--- src/vga_consts.svh ---
`ifndef VGA_CONSTS_SVH
`define VGA_CONSTS_SVH

// horizontal raster, in pixel clocks
`define H_ACTIVE 640
`define H_FP     16
`define H_SYNC   96
`define H_BP     48
// 800
`define H_TOTAL  (`H_ACTIVE + `H_FP + `H_SYNC + `H_BP)

// vertical raster, in lines
`define V_ACTIVE 480
`define V_FP     10
`define V_SYNC   2
`define V_BP     33
// 525
`define V_TOTAL  (`V_ACTIVE + `V_FP + `V_SYNC + `V_BP)

// frame buffer size in pixels
`define FB_W 320
`define FB_H 240

// axi4-lite register map
`define AXI_ADDR_W  4
`define REG_CTRL    4'h0
`define REG_FB_ADDR 4'h4
`define REG_FB_DATA 4'h8

`endif

--- src/vga_pixel_pkg.sv ---
package vga_pixel_pkg;

  // 4 bits per channel, red on top
  typedef struct packed {
    logic [3:0] r;
    logic [3:0] g;
    logic [3:0] b;
  } rgb12_t;

  // row * 320 + column
  typedef logic [16:0] fb_addr_t;

  // picture source feeding the output stage
  typedef enum logic {
    SRC_FB      = 1'b0,
    SRC_PATTERN = 1'b1
  } pix_src_t;

endpackage

--- src/vga_timing_pkg.sv ---
package vga_timing_pkg;

  // raster counter or coordinate, wide enough for 0..799
  typedef logic [9:0] coord_t;

  // syncs and display-enable travelling down the pixel pipeline together
  typedef struct packed {
    logic h_sync;
    logic v_sync;
    logic de;
  } sync_t;

endpackage
--- src/pixel_out_stage.sv ---
module pixel_out_stage import vga_timing_pkg::*, vga_pixel_pkg::*; (
  input  logic       clk,
  input  logic       reset,
  input  pix_src_t   src,
  input  logic       gray,
  input  logic       de,
  input  logic       h_sync_raw,
  input  logic       v_sync_raw,
  input  rgb12_t     fb_rgb,
  input  rgb12_t     pat_rgb,
  output logic       h_sync,
  output logic       v_sync,
  output logic [3:0] r,
  output logic [3:0] g,
  output logic [3:0] b
);

  sync_t      sync_d;
  rgb12_t     pix_sel;
  logic [5:0] luma_sum;
  logic [3:0] luma;
  rgb12_t     pix_out;

  // matches the one-cycle latency of the pixel sources
  always_ff @(posedge clk) begin
    if (reset) begin
      sync_d <= '{h_sync: 1'b1, v_sync: 1'b1, de: 1'b0};
    end else begin
      sync_d <= '{h_sync: h_sync_raw, v_sync: v_sync_raw, de: de};
    end
  end

  always_comb begin
    pix_sel  = (src == SRC_PATTERN) ? pat_rgb : fb_rgb;
    // r + 2g + b peaks at 60, divide by four
    luma_sum = 6'(pix_sel.r) + {1'b0, pix_sel.g, 1'b0} + 6'(pix_sel.b);
    luma     = luma_sum[5:2];
    pix_out  = gray ? rgb12_t'{r: luma, g: luma, b: luma} : pix_sel;
    if (!sync_d.de) begin
      pix_out = '0;
    end
  end

  always_ff @(posedge clk) begin
    if (reset) begin
      h_sync <= 1'b1;
      v_sync <= 1'b1;
      r      <= '0;
      g      <= '0;
      b      <= '0;
    end else begin
      h_sync <= sync_d.h_sync;
      v_sync <= sync_d.v_sync;
      r      <= pix_out.r;
      g      <= pix_out.g;
      b      <= pix_out.b;
    end
  end

endmodule

--- config.mk ---
export PLATFORM = sky130hd
export DESIGN_NAME = pixel_out_stage
export DESIGN_NICKNAME = d
export VERILOG_FILES = /design/src/vga_consts.svh /design/src/vga_pixel_pkg.sv /design/src/vga_timing_pkg.sv /design/src/pixel_out_stage.sv
export SDC_FILE = /design/constraint.sdc
export NUM_CORES = 1
export LEC_CHECK = 0
export ABC_AREA = 1
export BUFFER_PORTS_ARGS = -buffer_cell sky130_fd_sc_hd__clkbuf_2
export CAP_MARGIN = 20
export CORE_UTILIZATION = 40
export CTS_BUF_LIST = sky130_fd_sc_hd__clkbuf_16
export CTS_CLUSTER_SIZE = 28
export DETAILED_ROUTE_END_ITERATION = 10
export GPL_TIMING_DRIVEN = 0
export PLACE_DENSITY_LB_ADDON = 0.08
export SYNTH_ARGS = -nofsm -noshare
export SYNTH_HDL_FRONTEND = slang
export SYNTH_SLANG_ARGS = --single-unit
--- constraint.sdc ---
create_clock -name clk -period 2.2 [get_ports clk]
set_clock_uncertainty 0.05 [all_clocks]
set_input_delay 0.33 -clock clk [delete_from_list [all_inputs] [get_ports clk]]
set_output_delay 0.33 -clock clk [all_outputs]
set_load 0.005 [all_outputs]
Yosys cells after proc, flatten, opt, wreduce, memory -nomap -nowiden
Index checks and enable logic that the tools add are counted.

Register bits after elaboration: 17. Output and inout port bits: 14. Logic and storage cells: 14.

Add/sub/neg operators: 2. Muxes and demuxes: 2. Bitwise operators: 1. Reductions and logical operators: 1.

Operators with widths (count): 2-to-1 mux 12 bit (2); adder 4 x 5 -> 6 bit (1); adder 6 x 4 -> 6 bit (1); OR reduction 2 bit (1); NOT 1 bit (1).

Logic depth before layout (Yosys ltp)
Gate-level depths: netlist of run 1.

Word-level depth: 4. Gate-level depth with buffers: 12. Gate-level depth less buffers: 12.

Worst setup path before layout of run 1
No wires, ideal clock.

Path kind: input-to-reg. Start point: input port src. End point: register g[0]. Arrival: 2.212 ns. Path slack: -0.127 ns. Stages on the path: 9. Path buffers: 1. Cells stage by stage: buf_6 mux2i_1 fa_1 inv_1 nand3_1 fa_1 or2_2 o21a_1 nor2_1.

Cells in the longest elaborated chain, start to end: 4.

RTL lines: start: declaration (line pixel_out_stage.sv:4) `input pix_src_t src,`; 2-to-1 mux 12 bit * (line pixel_out_stage.sv:34) `pix_sel = (src == SRC_PATTERN) ? pat_rgb : fb_rgb;`; adder 4 x 5 -> 6 bit (line pixel_out_stage.sv:36) `luma_sum = 6'(pix_sel.r) + {1'b0, pix_sel.g, 1'b0} + 6'(pix_sel.b);`; adder 6 x 4 -> 6 bit (line pixel_out_stage.sv:36); 2-to-1 mux 12 bit * (line pixel_out_stage.sv:38) `pix_out = gray ? rgb12_t'{r: luma, g: luma, b: luma} : pix_sel;`; end signal: assignment (line pixel_out_stage.sv:55) `g <= pix_out.g;`; end: declaration (line pixel_out_stage.sv:14) `output logic [3:0] g,`.

Mark *: on every way between the ends. The rest lies on a longest branch, timed or not. A chain may end at the register's enable or synchronous reset.

Final worst setup path of run 1
Ends and elaborated chain as after synthesis.

==> results of run 1 <==
-- power groups by stage --
stage                     sequential, mW  clock (mW)  combinational, mW
after global routing               0.327       0.381              0.315
after CTS                          0.326       0.364              0.257
after detailed placement           0.332           0              0.222
after floorplan                    0.333           0              0.151
final                              0.326       0.357              0.282
after global placement             0.331           0              0.215
-- cell type report --
| cell class | count | area, µm² | share of cell area |
|---|---|---|---|
| Multi-Input combinational cell | 81 | 567 | 0.413 |
| Sequential cell | 17 | 340 | 0.248 |
| Timing Repair Buffer | 49 | 278 | 0.203 |
| Clock buffer | 3 | 75.1 | 0.0547 |
| Inverter | 10 | 37.5 | 0.0274 |
| Buffer | 3 | 35.0 | 0.0255 |
| Tap cell | 27 | 33.8 | 0.0246 |
| Clock inverter | 1 | 5.00 | 0.00365 |
-- placed cells by master (no fill, tap or decap), types with 3 or more instances in the layout --
cell type,n
or2_2,4
nand2_1,33
nand3_2,3
buf_4,5
clkbuf_16,4
dfxtp_1,17
nor2_1,3
inv_1,7
nand2_2,7
fa_1,3
inv_2,3
clkbuf_2,43
mux2i_4,3
a21oi_1,12
-- cell families (layout without fill, tap and decap cells) --
kind of cell             count (synthesis)  count (layout)  share of synthesized area
multiplexers                             3               3                     0.0339
AO/OA/AOI/OAI                           17              17                     0.0990
flip-flops                              17              17                      0.385
buffers and inverters                   13              66                     0.0721
adder cells (fa/ha/maj)                  7               7                      0.133
AND/OR/NAND/NOR                         54              54                      0.277
-- repair_timing --
item | CTS | global route
resized for setup | 10 | 7
setup endpoints to repair | 8 | 12
pin swaps | 4 | 9
buffers inserted | 3 | 2
hold endpoints to repair | 0 | 0
-- flip-flops by register name, summed over array words and instances, names as in the netlist --
| name | count |
|---|---|
| b | 4 |
| g | 4 |
| h_sync | 1 |
| r | 4 |
| sync_d | 3 |
| v_sync | 1 |
-- through the flow --
stage          std cells   util  TNS (ns)  cell area, µm²  hold WS (ns)
2_1_floorplan        111      -  -0.00684             933         0.339
3_3_place_gp         182  0.587     -2.68            1190         0.342
3_5_place_dp         182  0.587     -3.08            1190         0.352
4_1_cts              189  0.660  -0.00791            1330         0.215
5_1_grt              191  0.678    -0.216            1370         0.212
6_report             191  0.678         0            1370         0.213
-- final timing paths --
check	end
max	g[0]
min	sync_d[2]
max reg2reg	g[0]
min reg2reg	h_sync
-- per-layer routing --
layer,share of wire,wire (µm)
met1,0.38,788
met2,0.57,1180
met3,0.045,94
met4,0.0053,11
met5,0,0
==> results.ini, run 1 <==
[outcome]
status = completed

[place]
place.gp.congestion = 0.759
portBuffers = 44
pre_cts_ws_ns = -0.364
hpwl_mm = 1.52

[timing]
setup_ws_ns = 0.00799
fmaxAchievable_mhz = 456
maxSlewHeadroom = 0.708
slew_viol_final = 0
rsz0062_at_grt = yes
tightest_slew_ns = 0.438
hold_viol = 0
post-route-period-util = 0.996
setup_viol = 0
layout_min_cycle_time_ns = 2.19

[grt]
use_met2 = 0.377
met1_usage = 0.157
grt_use_met3 = 0.0654
grt_pass1_wl_mm = 3.26
grt_usage = 0.183
grt_busiest_layer = met2
grt_pass1_vias = 864
grt_max_degree = 11
gr-total-overflow = 0
antenna_found_initial = 0

[hold_path]
timing.hold.worst.class = input port to flop
hp-start = h_sync_raw
min_path_cells = 2

[logic_synthesis]
synthArstFlopShare = 0
synth.distinct_cells = 19
synth.top_cell.area_share = 0.385
synth_ff_type = dfxtp_1
syn_inst = 111
synth_seq_cells = 17
synth_warnings = 0
yosysTopAreaCell = dfxtp_1
syn_avg_cell_area_um2 = 7.97
syn_area_um2 = 885
synth_fp_nets = 149
synth.most_common_cell = nand2_1
synth_common_cells = nand2_1, dfxtp_1, a21oi_1
synth_seq_area_share = 0.385
synthTopCellsByArea = dfxtp_1, nand2_1, fa_1
synth_edf_count = 0

[cts]
cts_tree = built
clock-sinks = 17
cts-hold-fix-buffers = 0
cts-root-buf = clkbuf_16
cts.clk_slew.worst_paths_ns = 0.05
clk_latency_ns = 0.25
cts_buffers = 3
htree_levels = 1
cts.path.max_buffers = 2

[floorplanning]
start_util = 0.437
num_rows = 16
die_height_um = 49.0
ioPinCount = 45
die_area_mm2 = 0.00240
core_area_mm2 = 0.00202
die_w_um = 49.0

[flow_run]
drv_cap = 0

[worst_setup_path]
cpLargestDelayFamily = adder cells
slowest_delay_ns = 0.55
crit_buf_inv = 3
path_max_fanout = 7
critPathRequiredTime_ns = 2.33
endpoint_kind = flop
startpoint_type = input port
rr_startpoint = sync_d[0]
worstSetupPathType = input port to flop
rr_worst_depth = 3
worstPathCellList = clkbuf_16 -> buf_12 -> mux2i_4 -> fa_1 -> inv_2 -> nand3_2 -> fa_2 -> or2_4 -> o21a_1 -> nor2_1
crit_slowest_cell = fa_1
cp_data_arrival_time_ns = 2.32
cp.depth = 10
reg2reg_slack_ns = 1.13
crit_start = src

[power_and_ir_drop]
power_frac_seq = 0.338
p_per_area_mw_per_mm2 = 704
p_clk_frac = 0.370
static-leakage-power_nw = 0.706
finalPower_mw = 0.966
switching_share = 0.270
p_sw_mw = 0.261
power.internal_mw = 0.705
comb_power_share = 0.292
ir_worst_vdd_v = 0.000634

[finish]
drive_gt1_frac = 0.500
diodes = 0
num-fill-cells = 176
fin_nets = 203
area_growth_syn_to_layout_pct = 55.0

[drt]
drc_errors = 0
drt_wl_total_mm = 2.08
dr.pass1.iters = 4
via_per_inst = 4.64
drt_iter0_drc = 13
antenna_left = 0
dr_total_vias = 886
avgRoutedWirePerCell_um = 10.9

Note: power is estimated with default switching activity, not from simulation.
==> inputs of run 2 (changes only) <==
- GPL_TIMING_DRIVEN: 0 -> 1
- RECOVER_POWER: not set -> 25
==> results.ini, run 2 (synthesis gave the netlist of run 1 again) <==
[timing]
setup_tns_ns = 0
post-route-period-util = 0.996
setup_viol = 0
fmaxAchievable_mhz = 456
tightest_slew_ns = 0.390
hold_viol = 0
layout_min_cycle_time_ns = 2.19
rsz0062_at_grt = yes
setup_ws_ns = 0.00942
whs_ns = 0.221
maxSlewHeadroom = 0.739
slew_viol_final = 0

[finish]
num-fill-cells = 171
drive_gt1_frac = 0.485
top_regs = b: 4 flops, g: 4 flops, r: 4 flops
final_common_cell = clkbuf_2
diodes = 0
fin_nets = 206
area_growth_syn_to_layout_pct = 55.0
final_cell_mix = clkbuf_2, nand2_1, dfxtp_1, a21oi_1, buf_4
final_util = 0.678
stdcell_area_mm2 = 0.00137

[power_and_ir_drop]
ir_worst_vdd_v = 0.000682
p_per_area_mw_per_mm2 = 692
static-leakage-power_nw = 0.719

[drt]
drt_wl_total_mm = 1.90
via_per_inst = 4.41
drt_iter0_drc = 9
dr_total_vias = 855
drc_errors = 0
avgRoutedWirePerCell_um = 9.77
dr.pass1.iters = 4
antenna_left = 0

[grt]
gr-total-overflow = 0
grt_busiest_layer = met2
grt_use_met3 = 0.0498
met1_usage = 0.167
grt_pass1_vias = 867
antenna_found_initial = 0
grt_pass1_wl_mm = 3.22
use_met2 = 0.352
grt_usage = 0.172
grt_max_degree = 13

[place]
hpwl_mm = 1.59
place.gp.congestion = 0.801
pre_cts_ws_ns = -0.270
portBuffers = 44
placed_area_mm2 = 0.00125

[cts]
cts.path.max_buffers = 2
htree_levels = 1
cts_tree = built
cts-hold-fix-buffers = 0
cts-root-buf = clkbuf_16
cts.clk_slew.worst_paths_ns = 0.05
cts_buffers = 3
post-cts-setup-buffers = 0
clk_latency_ns = 0.24
clock-sinks = 17

[flow_run]
drv_cap = 0

[worst_setup_path]
startpoint_type = input port
endpoint_kind = flop
slowest_delay_ns = 0.49
crit_slowest_cell = fa_1
crit_buf_inv = 3
worstSetupPathType = input port to flop
path_max_fanout = 3
cpLargestDelayFamily = adder cells
worstPathCellList = buf_8 -> buf_12 -> mux2i_4 -> fa_1 -> inv_2 -> nand3_2 -> fa_2 -> or2_4 -> o21a_1 -> nor2_1
critPathRequiredTime_ns = 2.32
cp_data_arrival_time_ns = 2.31

[floorplanning]
ioPinCount = 45
start_util = 0.437
die_area_mm2 = 0.00240
core_area_mm2 = 0.00202
die_w_um = 49.0
die_height_um = 49.0
num_rows = 16

[hold_path]
timing.hold.worst.class = input port to flop

[outcome]
status = completed

## run 2: timing repair
item,4_1_cts,5_1_grt
pin swaps,2,9
resized for setup,2,13
endpoints found under the setup margin,3,12
## run 2: final cells by class
type	instances	area (µm²)	share of cell area
Clock buffer	3	75.1	0.0547
Clock inverter	1	5.00	0.00365
Inverter	10	37.5	0.0274
Multi-Input combinational cell	81	551	0.401
Sequential cell	17	340	0.248
Tap cell	27	33.8	0.0246
Timing Repair Buffer	55	329	0.240
## run 2: final timing paths
path	start	to	slack (ns)	depth (start not counted)
worst max-delay path	src	g[0]	0.009	10
worst min-delay path	h_sync_raw	sync_d[2]	0.22	2
worst max register to register	sync_d[0]	g[3]	1.33	2
worst min register to register	sync_d[2]	h_sync	0.36	1
## run 2: routing by layer
layer | vias to the layer above | wire, µm
li1 | 462 | -
met1 | 372 | 783
met2 | 21 | 1040
met3 | 0 | 70
met4 | 0 | 0
met5 | - | 0
## run 2: through the flow
step,cells,total power [mW]
finish,194,0.949
detailed placement,190,0.574
CTS,194,0.927
global route,194,1.01
floorplan,111,0.484
global placement,190,0.566
## run 2: report_power, final
part	switching [mW]	leakage [nW]	internal, mW
logic	0.137	0.539	0.139
registers	0.00332	0.139	0.323
clock network	0.105	0.0409	0.242
total	0.245	0.719	0.704
## run 2: worst register-to-register path, delay by kind of cell, from the launching register on
family | cells | cell delay, ns
AO/OA/AOI/OAI | 1 | 0.21
flip-flops | 1 | 0.30
AND/OR/NAND/NOR | 1 | 0.23
