`src/vga_consts.svh`:
```
`ifndef VGA_CONSTS_SVH
`define VGA_CONSTS_SVH

// horizontal raster, in pixel clocks
`define H_ACTIVE 640
`define H_FP     16
`define H_SYNC   96
`define H_BP     48
// 800
`define H_TOTAL  (`H_ACTIVE + `H_FP + `H_SYNC + `H_BP)

// vertical raster, in lines
`define V_ACTIVE 480
`define V_FP     10
`define V_SYNC   2
`define V_BP     33
// 525
`define V_TOTAL  (`V_ACTIVE + `V_FP + `V_SYNC + `V_BP)

// frame buffer size in pixels
`define FB_W 320
`define FB_H 240

// axi4-lite register map
`define AXI_ADDR_W  4
`define REG_CTRL    4'h0
`define REG_FB_ADDR 4'h4
`define REG_FB_DATA 4'h8

`endif

```
`src/vga_pixel_pkg.sv`:
```
package vga_pixel_pkg;

  // 4 bits per channel, red on top
  typedef struct packed {
    logic [3:0] r;
    logic [3:0] g;
    logic [3:0] b;
  } rgb12_t;

  // row * 320 + column
  typedef logic [16:0] fb_addr_t;

  // picture source feeding the output stage
  typedef enum logic {
    SRC_FB      = 1'b0,
    SRC_PATTERN = 1'b1
  } pix_src_t;

endpackage

```
`src/vga_ctrl_regs.sv`:
```
`include "vga_consts.svh"

module vga_ctrl_regs import vga_pixel_pkg::*; (
  input  logic                   clk,
  input  logic                   reset,
  input  logic [`AXI_ADDR_W-1:0] awaddr,
  input  logic                   awvalid,
  output logic                   awready,
  input  logic [31:0]            wdata,
  input  logic [3:0]             wstrb,
  input  logic                   wvalid,
  output logic                   wready,
  output logic [1:0]             bresp,
  output logic                   bvalid,
  input  logic                   bready,
  input  logic [`AXI_ADDR_W-1:0] araddr,
  input  logic                   arvalid,
  output logic                   arready,
  output logic [31:0]            rdata,
  output logic [1:0]             rresp,
  output logic                   rvalid,
  input  logic                   rready,
  output logic                   fb_we,
  output fb_addr_t               fb_waddr,
  output rgb12_t                 fb_wdata,
  output pix_src_t               src,
  output logic                   scale,
  output logic                   gray
);

  localparam fb_addr_t FB_LAST = fb_addr_t'(`FB_W * `FB_H - 1);

  logic        wr_fire;
  logic        rd_fire;
  fb_addr_t    fb_ptr;
  logic [31:0] ctrl_word;
  logic [31:0] ctrl_new;
  logic [31:0] ptr_new;

  // byte lanes without a strobe keep the old value
  function automatic logic [31:0] merge_strb(input logic [31:0] old_val,
                                             input logic [31:0] new_val,
                                             input logic [3:0]  strb);
    logic [31:0] res;
    res = old_val;
    for (int i = 0; i < 4; i++) begin
      if (strb[i]) begin
        res[8*i +: 8] = new_val[8*i +: 8];
      end
    end
    return res;
  endfunction

  // aw and w go together, and only while no write response is pending
  assign wr_fire = awvalid && wvalid && !bvalid;
  assign awready = wr_fire;
  assign wready  = wr_fire;
  assign arready = !rvalid;
  assign rd_fire = arvalid && arready;
  assign bresp   = 2'b00;
  assign rresp   = 2'b00;

  // bit0 mode, bit1 scale, bit2 gray
  assign ctrl_word = {29'd0, gray, scale, src == SRC_PATTERN};
  assign ctrl_new  = merge_strb(ctrl_word, wdata, wstrb);
  assign ptr_new   = merge_strb({15'd0, fb_ptr}, wdata, wstrb);

  always_ff @(posedge clk) begin
    if (reset) begin
      src    <= SRC_FB;
      scale  <= 1'b0;
      gray   <= 1'b0;
      fb_ptr <= '0;
      fb_we  <= 1'b0;
      bvalid <= 1'b0;
    end else begin
      fb_we <= 1'b0;
      if (bvalid && bready) begin
        bvalid <= 1'b0;
      end
      if (wr_fire) begin
        bvalid <= 1'b1;
        case (awaddr)
          `REG_CTRL: begin
            src   <= pix_src_t'(ctrl_new[0]);
            scale <= ctrl_new[1];
            gray  <= ctrl_new[2];
          end
          `REG_FB_ADDR: begin
            fb_ptr <= ptr_new[16:0];
          end
          `REG_FB_DATA: begin
            // pixel stored at the pointer, which then moves on
            if (|wstrb[1:0]) begin
              fb_we  <= 1'b1;
              fb_ptr <= (fb_ptr == FB_LAST) ? '0 : fb_ptr + fb_addr_t'(1);
            end
          end
          default: begin
          end
        endcase
      end
    end
  end

  // write data reaches the frame buffer one cycle after the handshake
  always_ff @(posedge clk) begin
    if (wr_fire) begin
      fb_waddr <= fb_ptr;
      fb_wdata <= rgb12_t'(wdata[11:0]);
    end
  end

  always_ff @(posedge clk) begin
    if (reset) begin
      rvalid <= 1'b0;
    end else if (rd_fire) begin
      rvalid <= 1'b1;
    end else if (rready) begin
      rvalid <= 1'b0;
    end
  end

  // fb data register reads back as zero
  always_ff @(posedge clk) begin
    if (rd_fire) begin
      case (araddr)
        `REG_CTRL:    rdata <= ctrl_word;
        `REG_FB_ADDR: rdata <= {15'd0, fb_ptr};
        default:      rdata <= '0;
      endcase
    end
  end

endmodule

```
`config.mk`:
```
export PLATFORM = sky130hd
export DESIGN_NAME = vga_ctrl_regs
export DESIGN_NICKNAME = d
export VERILOG_FILES = /design/src/vga_pixel_pkg.sv /design/src/vga_ctrl_regs.sv
export VERILOG_INCLUDE_DIRS = /design/src
export SDC_FILE = /design/constraint.sdc
export NUM_CORES = 1
export LEC_CHECK = 0
export ABC_CLOCK_PERIOD_IN_PS = 2500
export BUFFER_PORTS_ARGS = -buffer_cell sky130_fd_sc_hd__buf_2
export CAP_MARGIN = 20
export CORE_ASPECT_RATIO = 0.75
export CORE_MARGIN = 1
export CORE_UTILIZATION = 54
export CTS_BUF_LIST = sky130_fd_sc_hd__clkbuf_8
export DETAILED_ROUTE_END_ITERATION = 12
export PLACE_DENSITY = 0.95
export RECOVER_POWER = 100
export SETUP_SLACK_MARGIN = 0.1
export SLEW_MARGIN = 20
export SYNTH_ARGS = -nofsm -noshare
export SYNTH_HDL_FRONTEND = slang
export SYNTH_SLANG_ARGS = --single-unit
```
`constraint.sdc`:
```
create_clock -name clk -period 2.5 [get_ports clk]
set_input_delay 0.25 -clock clk [delete_from_list [all_inputs] [get_ports clk]]
set_output_delay 0.25 -clock clk [all_outputs]
set_load 0.02 [all_outputs]
```
# Word level (Yosys, flattened, before mapping)
# Index checks and enable logic that the tools add are counted.
[totals] ff_bits=84 inputBits=51 out_inout_bits=74
[op_classes] n_addsub=1 eq_ne=8 mux=12 bitwise=2 n_reduce_logical=17
[op_table] operator="17-bit case mux with 2 select lines" n=2
[op_table] operator="17-bit 2-to-1 mux" n=2
[op_table] operator="17-bit by 1-bit adder with 17-bit output (second input constant)" n=1
[op_table] operator="17-bit equality test (second input constant)" n=1
[op_table] operator="8-bit 2-to-1 mux" n=2
[op_table] operator="4-bit AND reduction" n=3
[op_table] operator="4-bit by 3-bit equality test with 1-bit output (second input constant)" n=2
[op_table] operator="4-bit zero test" n=2
[op_table] operator="2-bit inequality test (second input constant)" n=4
[op_table] operator="1-bit 2-to-1 mux" n=6
[op_table] operator="2-bit nonzero test" n=3
[op_table] operator="4-bit equality test (second input constant)" n=1
[op_table] operator="1-bit logical AND" n=4
[op_table] operator="3-bit AND reduction" n=1
[op_table] operator="3-bit OR reduction" n=1
[op_table] operator="1-bit zero test" n=2
[op_table] operator="1-bit NOT" n=2
[op_table] operator="2-bit OR reduction" n=1

# Logic depth before layout (Yosys ltp)
[depth] depth_word=4 ltp_mapped=8

# Worst setup path after synthesis
# OpenSTA, ideal clock, no wires.
[synth_timing] kind="reg-to-output" startpoint="register bvalid" endpoint="output port wready" arrival_ps=1621 t_required_ps=2250 setup_slack_ps=629 path_stages_with_launch=4 path_buffers=1 cell_sequence="dfxtp_1 -> nand3b_1 -> inv_1 -> buf_4"
[synth_between] elab_chain_cells=2
[synth_rtl] element="start, declared" line="vga_ctrl_regs.sv:14" text="output logic bvalid,"
[synth_rtl] element="start signal, assigned" line="vga_ctrl_regs.sv:75" text="bvalid <= 1'b0;"
[synth_rtl] element="start signal, assigned" line="vga_ctrl_regs.sv:79" text="bvalid <= 1'b0;"
[synth_rtl] element="start signal, assigned" line="vga_ctrl_regs.sv:82" text="bvalid <= 1'b1;"
[synth_rtl] element="1-bit zero test" line="vga_ctrl_regs.sv:55" text="assign wr_fire = awvalid && wvalid && !bvalid;"
[synth_rtl] element="1-bit logical AND" line="vga_ctrl_regs.sv:55"
[synth_rtl] element="end, declared" line="vga_ctrl_regs.sv:12" text="output logic wready,"
# No other way between the ends.

# Worst setup path after layout
[layout_timing] startpoint="register fb_ptr[0]" endpoint="register fb_ptr[12]"
[layout_between] elab_chain_cells=4 word_cells_on_any_way=5 classes_between="add/sub (1); eq/ne (1); mux (3)"
[layout_rtl] element="start, declared" line="vga_ctrl_regs.sv:35" text="fb_addr_t fb_ptr;"
[layout_rtl] element="start signal, assigned" line="vga_ctrl_regs.sv:90" text="fb_ptr <= ptr_new[16:0];"
[layout_rtl] element="start signal, assigned" line="vga_ctrl_regs.sv:96" text="fb_ptr <= (fb_ptr == FB_LAST) ? '0 : fb_ptr + fb_addr_t'(1);"
[layout_rtl] element="17-bit by 1-bit adder with 17-bit output / 17-bit equality test (equally long branches)" line="vga_ctrl_regs.sv:96"
[layout_rtl] element="17-bit 2-to-1 mux (*)" line="vga_ctrl_regs.sv:96"
[layout_rtl] element="17-bit 2-to-1 mux (*)" line="vga_ctrl_regs.sv:94" text="if (|wstrb[1:0]) begin"
[layout_rtl] element="17-bit case mux with 2 select lines (*)" line="vga_ctrl_regs.sv:83" text="case (awaddr)"
# Every way passes the cells marked *; elsewhere a longest branch is shown, timed or not. The select of a mux whose other input is x is not followed.
# A chain may end at the register's enable or synchronous reset.

==> flow_results.org <==
** Status
- Run status :: complete, no violations

** Timing
- The worst path in the final design needs a cycle of 2.18 ns, including I/O delays and setup.
- The final number of max-transition violations came to 0.
- Hold Fails Final Rpt :: 0
- For this run, the top clock speed supported by timing is 458 MHz.
- Measured slew at the worst slew-check pin :: 1.01 ns
- Measured against its own limit, the worst slew margin works out to 32.5%.
- On the final layout, the worst clock skew is 0.00752 ns.
- Setup repair after global routing left no endpoint under its margin.
- TNS Setup :: 0 ns
- Setup violations remaining at the end of the flow were counted as 0.
- Fraction of the cycle the final worst path needs :: 87.3%

** Final layout
- Final Non-Filler Cells :: 450
- Fraction of final layout cells sized beyond drive strength 1 :: 13.3%
- Post-synthesis to final-layout area growth :: 16.9%
- Net total in the final layout :: 422
- Cells fill 67.5% of the core in the end.
- Most frequent cells in the layout :: clkbuf_1 (71), edfxtp_1 (46), dfxtp_1 (23), buf_2 (22)
- Leading cell type in the layout, fill and taps excluded :: clkbuf_1
- Number of antenna diodes :: 0
- Fillcell total :: 442

** Setup path
- CP max-delay cell :: a21oi_1
- The setup path with the least slack is of type flop to flop.
- Family of cells with the greatest summed delay on the critical path :: compound AO/OA/AOI/OAI gates
- Crit start category :: flop
- Worst endpoint data arrival time :: 2.45 ns
- Along the worst path, the maximum fanout reaches 8.
- Maximum single-stage delay on the critical path :: 0.62 ns
- Endpoint class of the critical path :: flop
- Cell-by-cell listing of the critical path :: ha_1 -> nand2_1 -> nor3_1 -> a21oi_1 -> clkbuf_1 -> o21ai_0 -> a31oi_1
- Number of buffers and inverters on the critical path :: 1
- Data required time of the worst path :: 2.77 ns

** Global route
- Largest net degree at the start of global routing :: 24
- The via count of the first global-routing pass was 2138.
- In the global route stage, overall resource usage came out at 22.1%.
- The first global-routing pass estimated 10300 um of wire.
- The initial antenna violation count was 0.
- GRT Residual Overflow :: 0

** Floorplanning
- Measured along the y axis, the die boundary spans 68.4 um.
- Area of the die :: 6190 um^2
- The total area inside the core boundary comes to 5500 um^2.
- Effective utilization at floorplan :: 57.7%
- Row Count :: 23
- X dimension of the die :: 90.5 um
- 125 I/O pins were placed.

** Placed design
- Final weighted congestion of routability-driven global placement :: 0.927
- After legalization and detailed placement, the total HPWL measured 4700 um.
- Including well taps, the total number of placed cells is 434.
- Input and output buffers added on the ports amount to 89.

** CTS
- Post-CTS Repair Setup Buffers :: 0
- Number of levels in the clock H-tree :: 3
- Total clock buffers created by CTS :: 9
- CTS placed an instance of clkbuf_8 at the clock tree root.
- CTS Hold Bufs :: 0
- Clock latency at the later pin of the worst-skew pair :: 0.34 ns
- The longest clock path from root to sink contains 2 buffers.
- After clock tree synthesis, the clock-pin slew on the worst setup and hold paths is 0.08 ns.
- Clk sink count :: 69
- After clock tree synthesis, the repair step resized 0 gates.
- TritonCTS clock tree :: done

** Synthesis
- Sorting the synthesized cells by area gives the leading types as edfxtp_1 (44%), dfxtp_1 (15%), buf_4 (5.0%).
- During synthesis, Yosys emitted a total of 0 warnings.
- Summing every instance area after synthesis gives 3170 um^2.
- Top-area cell type share of the netlist area :: 43.5%
- The synthesized design contains 46 enable-type register cells.
- Share of synthesized area occupied by flip-flops and latches :: 58.0%
- For this run, asynchronously set or reset flops after synthesis account for 0%.
- Synthesized netlist cell count :: 278
- In the synthesized netlist the dominant register cell turns out to be edfxtp_1.
- Unique masters post-synth :: 52
- Averaged over all synthesized cells, the footprint is 11.4 um^2.
- Flops & latches, synth :: 69
- The largest total area in the synthesized netlist belongs to edfxtp_1.

** Drt
- Drc violations :: 0
- Dividing the detail-routed via count by the number of cells gives 5.50.
- The detail route stage leaves a number of antenna-violating nets equal to 0.
- In this run, the number of DRC markers left after iteration 0 of detailed routing was 244.
- The first detailed-routing pass took 5 iterations.
- Average wire length per cell after detail routing :: 14.9 um
- The routed design has 6700 um of wire.
- Across all layers, the routed design uses 2476 vias.

** Power
- Power spread over the standard cell area amounts to 638 nW/um^2.
- Max rail drop VDD :: 422 uV
- Pleak :: 1.31 nW

** Job
- Number of maximum-capacitance violations :: 0

** Worst hold path
- HP Class :: input port to flop
area by class of cell:
class | count | area [um^2] | area share, %
clock buffer | 9 | 124 | 3.34
clock inverter | 7 | 73.8 | 1.99
inverter | 6 | 22.5 | 0.607
multi-input combinational | 189 | 1150 | 31.0
sequential | 69 | 1840 | 49.7
tap | 75 | 93.8 | 2.53
timing repair buffer | 95 | 404 | 10.9
routing by layer:
layer | share of wire (%) | track usage (%) | vias to the layer above
met3 | 8.5 | 6.89 | 11
met5 | 0 | 0 | -
met2 | 47 | 36.2 | 141
met4 | 1.6 | 8.27 | 0
li1 | - | - | 1179
met1 | 43 | 28.1 | 1145
report_power, final:
group          switching, mW  internal, mW
logic                  0.159        0.0561
registers             0.0152          1.25
clock network          0.420         0.463
worst paths after layout:
kind                     startpoint                      end  slack, ns  cells after the start
max          fb_ptr[0]$_SDFFE_PP0P_  fb_ptr[12]$_SDFFE_PP0P_       0.32                      7
min reg2reg     bvalid$_SDFFE_PP0P_      bvalid$_SDFFE_PP0P_       0.49                      2
max reg2reg  fb_ptr[0]$_SDFFE_PP0P_  fb_ptr[12]$_SDFFE_PP0P_       0.32                      7
min                          rready      rvalid$_SDFFE_PP0P_       0.09                      2
kinds of logic after synthesis:
family,count (synthesis),synth area share [%]
AND/OR/NAND/NOR,109,20.1
flip-flops,69,58.0
AO/OA/AOI/OAI,52,11.2
buffers and inverters,38,7.65
multiplexers,8,2.52
adder cells (fa/ha/maj),1,0.394
other,1,0.118
sequential cells by signal, indices dropped and copies added (netlist names):
signal / flops
bvalid: 1
fb_ptr: 17
fb_waddr: 17
fb_wdata: 12
fb_we: 1
gray: 1
rdata: 17
rvalid: 1
scale: 1
src: 1
synth_stat cells (2+ instances only):
cell type	count
mux2i_1	8
nor2b_1	5
and4b_1	2
a221oi_1	2
edfxtp_1	46
a211oi_1	5
and2_1	17
nand2_1	19
nand2b_1	4
and4_1	2
nor3_1	9
dfxtp_1	23
nor2_1	15
nand3b_1	2
o31ai_2	2
o22ai_1	3
inv_1	6
nand3_1	9
nor3b_1	2
a31oi_1	8
buf_4	21
nand4_1	6
buf_6	2
o21ai_0	7
a21boi_0	2
nor4_1	2
o31ai_1	2
clkbuf_1	4
a21oi_1	12
a21oi_2	2
buf_2	5
and3_1	3
o2bb2ai_1	2
metrics by stage:
stage | hold WS (ns) | instance area, um^2 | worst slack, ns | total power, mW
floorplan | 0.349 | 3240 | 0.629 | 1.46
detailed placement | 0.442 | 3620 | 0.387 | 1.52
CTS | 0.0731 | 3810 | 0.501 | 2.40
finish | 0.0869 | 3710 | 0.318 | 2.37
global placement | 0.435 | 3620 | 0.409 | 1.52
global route | 0.0835 | 3710 | 0.183 | 2.44
Note: power is estimated with default switching activity, not from simulation.
