### src/vga_consts.svh
`ifndef VGA_CONSTS_SVH
`define VGA_CONSTS_SVH

// horizontal raster, in pixel clocks
`define H_ACTIVE 640
`define H_FP     16
`define H_SYNC   96
`define H_BP     48
// 800
`define H_TOTAL  (`H_ACTIVE + `H_FP + `H_SYNC + `H_BP)

// vertical raster, in lines
`define V_ACTIVE 480
`define V_FP     10
`define V_SYNC   2
`define V_BP     33
// 525
`define V_TOTAL  (`V_ACTIVE + `V_FP + `V_SYNC + `V_BP)

// frame buffer size in pixels
`define FB_W 320
`define FB_H 240

// axi4-lite register map
`define AXI_ADDR_W  4
`define REG_CTRL    4'h0
`define REG_FB_ADDR 4'h4
`define REG_FB_DATA 4'h8

`endif

### src/vga_timing_pkg.sv
package vga_timing_pkg;

  // raster counter or coordinate, wide enough for 0..799
  typedef logic [9:0] coord_t;

  // syncs and display-enable travelling down the pixel pipeline together
  typedef struct packed {
    logic h_sync;
    logic v_sync;
    logic de;
  } sync_t;

endpackage
### src/vga_timing_gen.sv
`include "vga_consts.svh"

module vga_timing_gen import vga_timing_pkg::*; (
  input  logic   clk,
  input  logic   reset,
  output coord_t x,
  output coord_t y,
  output logic   de,
  output logic   h_sync_raw,
  output logic   v_sync_raw
);

  localparam coord_t H_LAST   = coord_t'(`H_TOTAL - 1);
  localparam coord_t V_LAST   = coord_t'(`V_TOTAL - 1);
  localparam coord_t HS_START = coord_t'(`H_ACTIVE + `H_FP);
  localparam coord_t HS_END   = coord_t'(`H_ACTIVE + `H_FP + `H_SYNC);
  localparam coord_t VS_START = coord_t'(`V_ACTIVE + `V_FP);
  localparam coord_t VS_END   = coord_t'(`V_ACTIVE + `V_FP + `V_SYNC);

  coord_t h_next;
  coord_t v_next;

  // next raster position
  always_comb begin
    h_next = x + coord_t'(1);
    v_next = y;
    if (x == H_LAST) begin
      h_next = '0;
      v_next = (y == V_LAST) ? '0 : y + coord_t'(1);
    end
  end

  // de and syncs decoded from the next position so they stay aligned with x and y
  always_ff @(posedge clk) begin
    if (reset) begin
      x          <= '0;
      y          <= '0;
      de         <= 1'b1;
      h_sync_raw <= 1'b1;
      v_sync_raw <= 1'b1;
    end else begin
      x          <= h_next;
      y          <= v_next;
      de         <= (h_next < coord_t'(`H_ACTIVE)) && (v_next < coord_t'(`V_ACTIVE));
      h_sync_raw <= !((h_next >= HS_START) && (h_next < HS_END));
      v_sync_raw <= !((v_next >= VS_START) && (v_next < VS_END));
    end
  end

endmodule

### config.mk
export PLATFORM = sky130hd
export DESIGN_NAME = vga_timing_gen
export DESIGN_NICKNAME = d
export VERILOG_FILES = /design/src/vga_timing_pkg.sv /design/src/vga_timing_gen.sv
export VERILOG_INCLUDE_DIRS = /design/src
export SDC_FILE = /design/constraint.sdc
export NUM_CORES = 1
export LEC_CHECK = 0
export ABC_AREA = 1
export ABC_CLOCK_PERIOD_IN_PS = 1700
export BUFFER_PORTS_ARGS = -buffer_cell sky130_fd_sc_hd__buf_2
export CAP_MARGIN = 25
export CORE_AREA = 2 2 71 73
export DETAILED_ROUTE_END_ITERATION = 8
export DIE_AREA = 0 0 73 75
export HOLD_SLACK_MARGIN = 0.12
export SYNTH_ARGS = -nofsm -noshare
export SYNTH_HDL_FRONTEND = slang
export SYNTH_SLANG_ARGS = --single-unit
### constraint.sdc
create_clock -name clk -period 1.7 [get_ports clk]
set_clock_uncertainty 0.05 [all_clocks]
set_input_delay 0.255 -clock clk [delete_from_list [all_inputs] [get_ports clk]]
set_output_delay 0.255 -clock clk [all_outputs]
set_load 0.005 [all_outputs]
==> Word level (Yosys, flattened, before mapping) <==
Index checks and enable logic that the tools add are counted.
{ "word_totals": {"word_cells": 23, "register_bits": 23, "output_inout_bits": 23} }
{ "op_classes": {"muxes": 3, "add_sub_neg": 2, "reduce_logical": 5, "eq_ne": 2, "magnitude_cmp": 6} }
{ "op_table": {"columns": ["operator", "n"], "rows": [
  ["10-bit two-way mux", 3],
  ["10-bit by 1-bit adder with 10-bit output, second input constant", 2],
  ["10-bit equality test, second input constant", 2],
  ["10-bit < comparator, second input constant", 2],
  ["10-bit by 9-bit < comparator with 1-bit output, second input constant", 2],
  ["10-bit greater-or-equal comparator, second input constant", 1],
  ["10-bit by 9-bit greater-or-equal comparator with 1-bit output, second input constant", 1],
  ["1-bit logical AND", 3],
  ["1-bit zero test", 2]
]} }

==> Logic depth before layout (Yosys ltp) <==
Gate-level depths: netlist of the first run.
{ "depth": {"word_depth": 6, "mapped_depth": 12, "mapped_depth_nobuf": 12} }

==> Least setup slack after synthesis of the first run <==
OpenSTA, ideal clock, no wires.
{ "synth_timing": {"path_kind": "flip-flop to flip-flop", "startpoint": "register x[0]", "endpoint": "register v_sync_raw", "stages_incl_launch_ff": 11, "n_path_buf": 0, "slack_ps": 145, "setup_time_ps": 121, "t_arrival_ps": 1384, "synth_period_minus_slack_ps": 1555, "path_cell_list": "dfxtp_1 > ha_1 > nand2_2 > nor2_4 > inv_2 > nor2_4 > nand3_1 > nand2_1 > nand3_1 > nor2_1 > nand3_1"} }
{ "synth_via": {"elab_chain_cells": 5, "elab_cells_between_ends": 6, "cone_classes": "2 x order compare; 1 x eq/ne; 1 x mux; 2 x reduce/logical"} }
{ "synth_rtl": {"columns": ["element", "line_no", "text"], "rows": [
  ["from (decl)", "vga_timing_gen.sv:6", "output coord_t x,"],
  ["from (signal assigned)", "vga_timing_gen.sv:42", "x <= h_next;"],
  ["10-bit equality test (*)", "vga_timing_gen.sv:27", "if (x == H_LAST) begin"],
  ["10-bit two-way mux (*)", "vga_timing_gen.sv:27", null],
  ["10-bit by 9-bit greater-or-equal comparator with 1-bit output or 10-bit by 9-bit < comparator with 1-bit output (tied branches)", "vga_timing_gen.sv:46", "v_sync_raw <= !((v_next >= VS_START) && (v_next < VS_END));"],
  ["1-bit logical AND (*)", "vga_timing_gen.sv:46", null],
  ["1-bit zero test (*)", "vga_timing_gen.sv:46", null],
  ["to (signal assigned)", "vga_timing_gen.sv:46", null],
  ["to (decl)", "vga_timing_gen.sv:10", "output logic v_sync_raw"]
]} }
Every way passes the cells marked *; elsewhere a longest branch is shown, timed or not.
A chain may end at the register's enable or synchronous reset.

==> Worst setup path in the final report of the first run <==
{ "layout_timing": {"startpoint": "register x[1]", "endpoint": "register de"} }
{ "layout_via": {"elab_chain_cells": 4, "elab_cells_between_ends": 7, "cone_classes": "1 x add/sub; 2 x order compare; 1 x eq/ne; 2 x mux; 1 x reduce/logical"} }
{ "layout_rtl": {"columns": ["element", "line_no", "text"], "rows": [
  ["10-bit by 1-bit adder with 10-bit output or 10-bit equality test (tied branches)", "vga_timing_gen.sv:25, vga_timing_gen.sv:27", null],
  ["10-bit two-way mux", "vga_timing_gen.sv:27", null],
  ["10-bit < comparator or 10-bit by 9-bit < comparator with 1-bit output (tied branches)", "vga_timing_gen.sv:44", "de <= (h_next < coord_t'(`H_ACTIVE)) && (v_next < coord_t'(`V_ACTIVE));"],
  ["1-bit logical AND (*)", "vga_timing_gen.sv:44", null],
  ["to (signal assigned)", "vga_timing_gen.sv:44", null],
  ["to (decl)", "vga_timing_gen.sv:8", "output logic de,"]
]} }
Marks and branches as above.

==> summary.md, run 1 <==
| Metric | Value |
|---|---|
| Status | `completed` |
| Num CTS Buffers | `3` |
| RR Endpoint | `de` |
| Drt pass-1 iters | `4` |
| Met1 GRT Util | `0.181` |
| Row cnt | `25` |
| Unique masters post-synth | `29` |
| Crit Path Max Fanout | `7` |
| First-pass GRT wire length | `5.72 mm` |
| Post-Route WL | `3.56 mm` |
| Via density | `4.62` |
| Minimum clock period after layout | `1.65 ns` |
| Layout cell share with drive strength beyond 1 | `0.302` |
| M2 GR Usage | `0.216` |
| Post-synth EDFFs | `0` |
| Cells after Synth | `219` |
| Syn nets | `224` |
| Synth Warn # | `0` |
| Most common cell after layout, fill and taps aside | `nand2_1` |
| CTS max path bufs | `2` |
| Reg2Reg Setup Slack | `0.05 ns` |
| Cell family with most CP delay | `simple AND/OR/NAND/NOR gates` |
| DRC | `0` |
| Clk slew on worst S/H paths | `0.08 ns` |
| Die width | `73 um` |
| Register area | `467 um^2` |
| Die height | `75 um` |
| Sequential area share after synthesis | `0.337` |
| Worst path most repeated cell | `nand2_1` |
| Hold path depth | `2` |
| Hold crit path type | `input port to flop` |
| Startpoint of the worst hold path | `reset` |
| Setup crit start kind | `flop` |
| CTS Hold Buffers Added | `0` |
| Total die area | `0.00548 mm^2` |
| GRT Max-Usage Layer | `met2` |
| Power density cells | `521 mW/mm^2` |
| CP max stage cell | `dfxtp_2` |
| Largest net degree at the start of global routing | `14` |
| Nets@finish | `264` |
| Max-Slew Margin vs Limit | `0.803` |
| Crit. End Element | `flop` |
| IO Port Bufs | `24` |
| Ys async rst share | `0` |
| Placed cell areas | `0.00162 mm^2` |
| Min Hold Slack | `0.182 ns` |
| Met3 Track Usage GR | `0.0147` |
| Reg2Reg Launch Point | `x[1]` |
| P&R area growth vs syn | `31.0%` |
| Gr usage total | `0.132` |
| Skew-Pair Late Insertion Delay | `0.26 ns` |
| TritonCTS clock tree | `yes` |
| LEAKAGE | `0.809 nW` |
| HPWL after DPL | `2.69 mm` |
| Ratio of final minimum period to clock period | `0.971` |
| Root buf cell | `clkbuf_8` |
| Routed wire per std cell | `11.4 um` |
| CP arrival | `1.76 ns` |
| Remaining antenna violation count | `0` |
| Worst r2r path cells | `11` |
| Pwr Total | `0.000933 W` |
| Vias in the first global route | `1,280` |
| Final Setup Violations | `0` |
| Peak Freq | `606 MHz` |
| Initial antenna violation count | `0` |
| Hold path endpoint | `x[1]` |
| Seq cells post-synth | `23` |
| Most frequent cells in the layout | `nand2_1, nor2_1, buf_2` |
| RSZ-0062 raised after global routing | `yes` |
| Crit path cell chain | `ha_4 > nand2_4 > nor2_4 > nand3_4 > clkinv_4 > buf_12 > nand4_1 > nand2_2 > nor2_1 > nand2_1 > nand2_1` |
| Worst Path Buf+Inv | `2` |
| GPL Wtd Cong | `0.836` |
| Final Hold Viols | `0` |
| Final Slew Violations | `0` |
| CP peak stage delay | `0.36 ns` |
| Worst Path Required | `1.81 ns` |
| Instance count on the critical path | `11` |
| Max VDD drop | `241 uV` |
| Diodes inserted | `0` |
| Placed Cells | `304` |
| Core outline area | `0.00466 mm^2` |
| TNS Setup | `0 ns` |
| H-tree depth | `1` |
| Vias after detailed routing | `1,440` |
| Mean post-synth cell area | `6.24 um^2` |
| Sink Count | `23` |
| Post-Syn Area | `0.00137 mm^2` |
| Multi-input gate area | `873 um^2` |
| CP Class | `flop to flop` |
| Slew @ Worst Pin | `0.295 ns` |
| Total grt overflow | `0` |
| Initial DRC count | `76` |
| Ports | `25` |
| Starting Density | `0.293` |
| MaxCap Viol Count | `0` |
| Final cell count without fillers | `312` |
| Ys flop type | `dfxtp_1` |
| Filler cells | `492` |
| Final Instance Area | `0.00179 mm^2` |
where the power goes:
group          total (W)  leakage (nW)  internal, W  switching [W]
Sequential      0.000552         0.188     0.000545     0.00000683
Combinational  0.0000416         0.595    0.0000190      0.0000226
Clock           0.000339        0.0255     0.000163       0.000176
metal layers:
layer,wire (um),vias up
met5,0,-
met4,36,0
met3,73,2
met2,1680,17
met1,1770,659
li1,-,762
cell usage after synthesis, types with 2 or more instances:
cell type  number  area, um^2
a21oi_1         3        15.0
clkbuf_1        2        7.51
dfxtp_1        23         460
ha_1            3        37.5
inv_1          22        82.6
inv_2           2        7.51
nand2_1        72         270
nand2_2         4        25.0
nand3_1        19        95.1
nand4_1         4        25.0
nor2_1         42         158
nor2_4          3        33.8
o21ai_0         3        15.0
o21bai_1        2        15.0
final cells by class:
cell class | instances | area share
flip-flops and latches | 23 | 0.261
inverters | 25 | 0.0552
clock inverters | 1 | 0.00280
repair buffers | 38 | 0.133
clock buffers | 3 | 0.0231
multi-input cells | 168 | 0.488
well taps | 54 | 0.0377
stage by stage:
step | setup slack (ns) | util
after CTS | 0.0152 | 0.358
after global placement | -0.0181 | 0.347
final | 0.0496 | 0.384
after global routing | -0.0439 | 0.384
after detailed placement | -0.00903 | 0.347
after floorplan | 0.145 | -
what timing repair did:
item	CTS	global route
pin swaps	1	11
gates resized for setup	0	31
endpoints found under the setup margin	1	3
buffers inserted	1	3
how the worst max path moves through the flow:
stage	slack (ns)	start	to
after floorplan	0.14	x[0]	v_sync_raw
final	0.05	x[1]	de
after global placement	-0.02	x[1]	v_sync_raw
after CTS	0.02	x[0]	v_sync_raw
after detailed placement	-0.009	x[0]	v_sync_raw
after global routing	-0.04	x[1]	de
registers in the layout, indices dropped and copies added, names as in the netlist:
signal and flops:
x 10, y 10, de 1, h_sync_raw 1, v_sync_raw 1
cell families (layout without fill, tap and decap cells):
logic type | count (synthesis) | after routing | share of synthesized area
compound gates | 15 | 15 | 0.0705
xor+xnor | 2 | 2 | 0.0128
fa+ha+maj | 3 | 3 | 0.0275
buf+inv | 28 | 67 | 0.0788
flops | 23 | 23 | 0.337
simple gates | 148 | 148 | 0.473
No activity file was read; power rests on OpenSTA's default activity.
==> inputs of run 2 (changes only) <==
Settings changed: BUFFER_PORTS_ARGS -buffer_cell sky130_fd_sc_hd__buf_2 to unset, DONT_BUFFER_PORTS set to 1.
==> run 2 against run 1 <==
Effect of this change:
- die area is the same
- critical endpoint is now v_sync_raw
- total power grew 0.56%
- wire length shrank 4.5%
- clock power grew 3%
- first-iteration DRC count grew 29%
- sequential power is essentially flat
- final cell count shrank 8.3%
- final area shrank 8.6%
- sequential cell count is the same
- critical path type unchanged
==> summary.md, run 2 (synthesis gave the netlist of run 1 again) <==
| Metric | Value |
|---|---|
| Minimum clock period after layout | `1.60 ns` |
| Hold path endpoint | `x[0]` |
| Gr usage total | `0.137` |
| H-tree depth | `1` |
| Setup crit start kind | `flop` |
| Initial DRC count | `98` |
| Routed wire per std cell | `11.9 um` |
| HPWL after DPL | `2.64 mm` |
| Worst path most repeated cell | `nand2_2` |
| Ports | `25` |
| Pwr Total | `0.000938 W` |
| Pint | `0.000729 W` |
| P&R area growth vs syn | `19.8%` |
| Final Slew Violations | `0` |
| CP arrival | `1.70 ns` |
| LEAKAGE | `0.680 nW` |
| DRC | `0` |
| Vias in the first global route | `1,260` |
| Crit path cell chain | `ha_4 > nand2_4 > nor2_4 > nand3_4 > inv_6 > nand2_2 > nand2_2 > nand3_2 > nor2_2 > nand3_1` |
| Remaining antenna violation count | `0` |
| Power density cells | `573 mW/mm^2` |
| Sw Pwr | `0.000209 W` |
| Die height | `75 um` |
| Crit Path Max Fanout | `7` |
| Nets@finish | `238` |
| Most common cell after layout, fill and taps aside | `nand2_1` |
| Combinational power share | `0.042` |
| GPL Wtd Cong | `0.917` |
| Final Setup Violations | `0` |
| Hold path depth | `2` |
| Largest net degree at the start of global routing | `17` |
| Worst Path Required | `1.80 ns` |
| Root buf cell | `clkbuf_8` |
| Post-CTS Repair Setup Buffers | `0` |
| CP max stage cell | `dfxtp_2` |
| Reg2Reg Setup Slack | `0.10 ns` |
| MaxCap Viol Count | `0` |
| Final Hold Viols | `0` |
| RR Endpoint | `v_sync_raw` |
| Startpoint of the worst hold path | `x[0]` |
| First-pass GRT wire length | `5.85 mm` |
| Filler cells | `480` |
| Initial antenna violation count | `0` |
| Status | `completed` |
| Sw Share | `0.223` |
| Clk slew on worst S/H paths | `0.09 ns` |
| TNS Setup | `0 ns` |
| Drt pass-1 iters | `4` |
| Critical Path Start | `x[1]` |
| Hold crit path type | `flop to flop` |
| TritonCTS clock tree | `yes` |
| RSZ-0062 raised after global routing | `yes` |
| Sequential share of power | `0.587` |
| Core outline area | `0.00466 mm^2` |
| Ratio of final minimum period to clock period | `0.938` |
| Total grt overflow | `0` |
| Max VDD drop | `275 uV` |
| Vias after detailed routing | `1,346` |
| Crit. End Element | `flop` |
| Register area | `469 um^2` |
| Skew-Pair Late Insertion Delay | `0.26 ns` |
| Most frequent cells in the layout | `nand2_1, nor2_1, inv_1` |
| CP Class | `flop to flop` |
| Max-Slew Margin vs Limit | `0.555` |
| Diodes inserted | `0` |
| Post-Route WL | `3.40 mm` |
| Clock network power share | `0.371` |
| Starting Density | `0.293` |
| Layout cell share with drive strength beyond 1 | `0.211` |
| Slew @ Worst Pin | `0.668 ns` |
| Row cnt | `25` |
| Reg2Reg Launch Point | `x[1]` |
| Total die area | `0.00548 mm^2` |
| Peak Freq | `627 MHz` |
| CP peak stage delay | `0.36 ns` |
| IO Port Bufs | `0` |
| Final core utilization | `0.351` |
| CTS max path bufs | `2` |
| Multi-input gate area | `861 um^2` |
| Sink Count | `23` |
| Via density | `4.71` |
| Worst r2r path cells | `10` |
| Num CTS Buffers | `3` |
| Biggest regs | `x (10), y (10)` |
| Die width | `73 um` |
run 2: per-layer routing:
metal	global-route usage	vias to the layer above	routed length, um
met5	0	-	0
met4	0.0370	0	28
met3	0.0308	2	199
met2	0.222	27	1600
met1	0.183	609	1570
li1	-	708	-
run 2: how the worst max path moves through the flow:
stage	end	slack [ns]	depth (start not counted)
finish	v_sync_raw	0.10	10
global route	v_sync_raw	-0.01	10
floorplan	v_sync_raw	0.14	10
global placement	v_sync_raw	-0.007	10
CTS	v_sync_raw	0.02	10
detailed placement	v_sync_raw	0.009	10
run 2: cell type report:
type                       instances  share of cell area
tap                               54              0.0413
sequential                        23               0.287
clock buffer                       4              0.0275
timing repair buffer              12              0.0581
multi-input combinational        168               0.526
inverter                          25              0.0604
run 2: critical path, delay by kind of cell, from the launching register on:
kind | cells | cell delay, ns
fa+ha+maj | 1 | 0.15
buf+inv | 1 | 0.13
flops | 1 | 0.36
simple gates | 8 | 0.80
run 2: stage by stage:
stage	setup WS (ns)	hold slack, ns	area [um^2]	instances
finish	0.105	0.513	1640	286
global route	-0.0134	0.552	1640	286
detailed placement	0.00942	0.282	1500	281
CTS	0.0194	0.511	1560	286
global placement	-0.00749	0.279	1500	281
floorplan	0.145	0.416	1370	219
run 2: repair_timing:
item | 4_1_cts | 5_1_grt
hold endpoints to repair | 16 | 0
hold buffers | 1 | 0
pin swaps | 1 | 8
gates resized for setup | 0 | 29
setup endpoints to repair | 1 | 5
run 2: power groups by stage:
stage | logic, W | registers, W | clock network [W]
after detailed placement | 0.0000281 | 0.000560 | 0
after global routing | 0.0000437 | 0.000552 | 0.000385
after floorplan | 0.0000167 | 0.000564 | 0
final | 0.0000392 | 0.000551 | 0.000348
after global placement | 0.0000276 | 0.000560 | 0
after CTS | 0.0000360 | 0.000548 | 0.000361
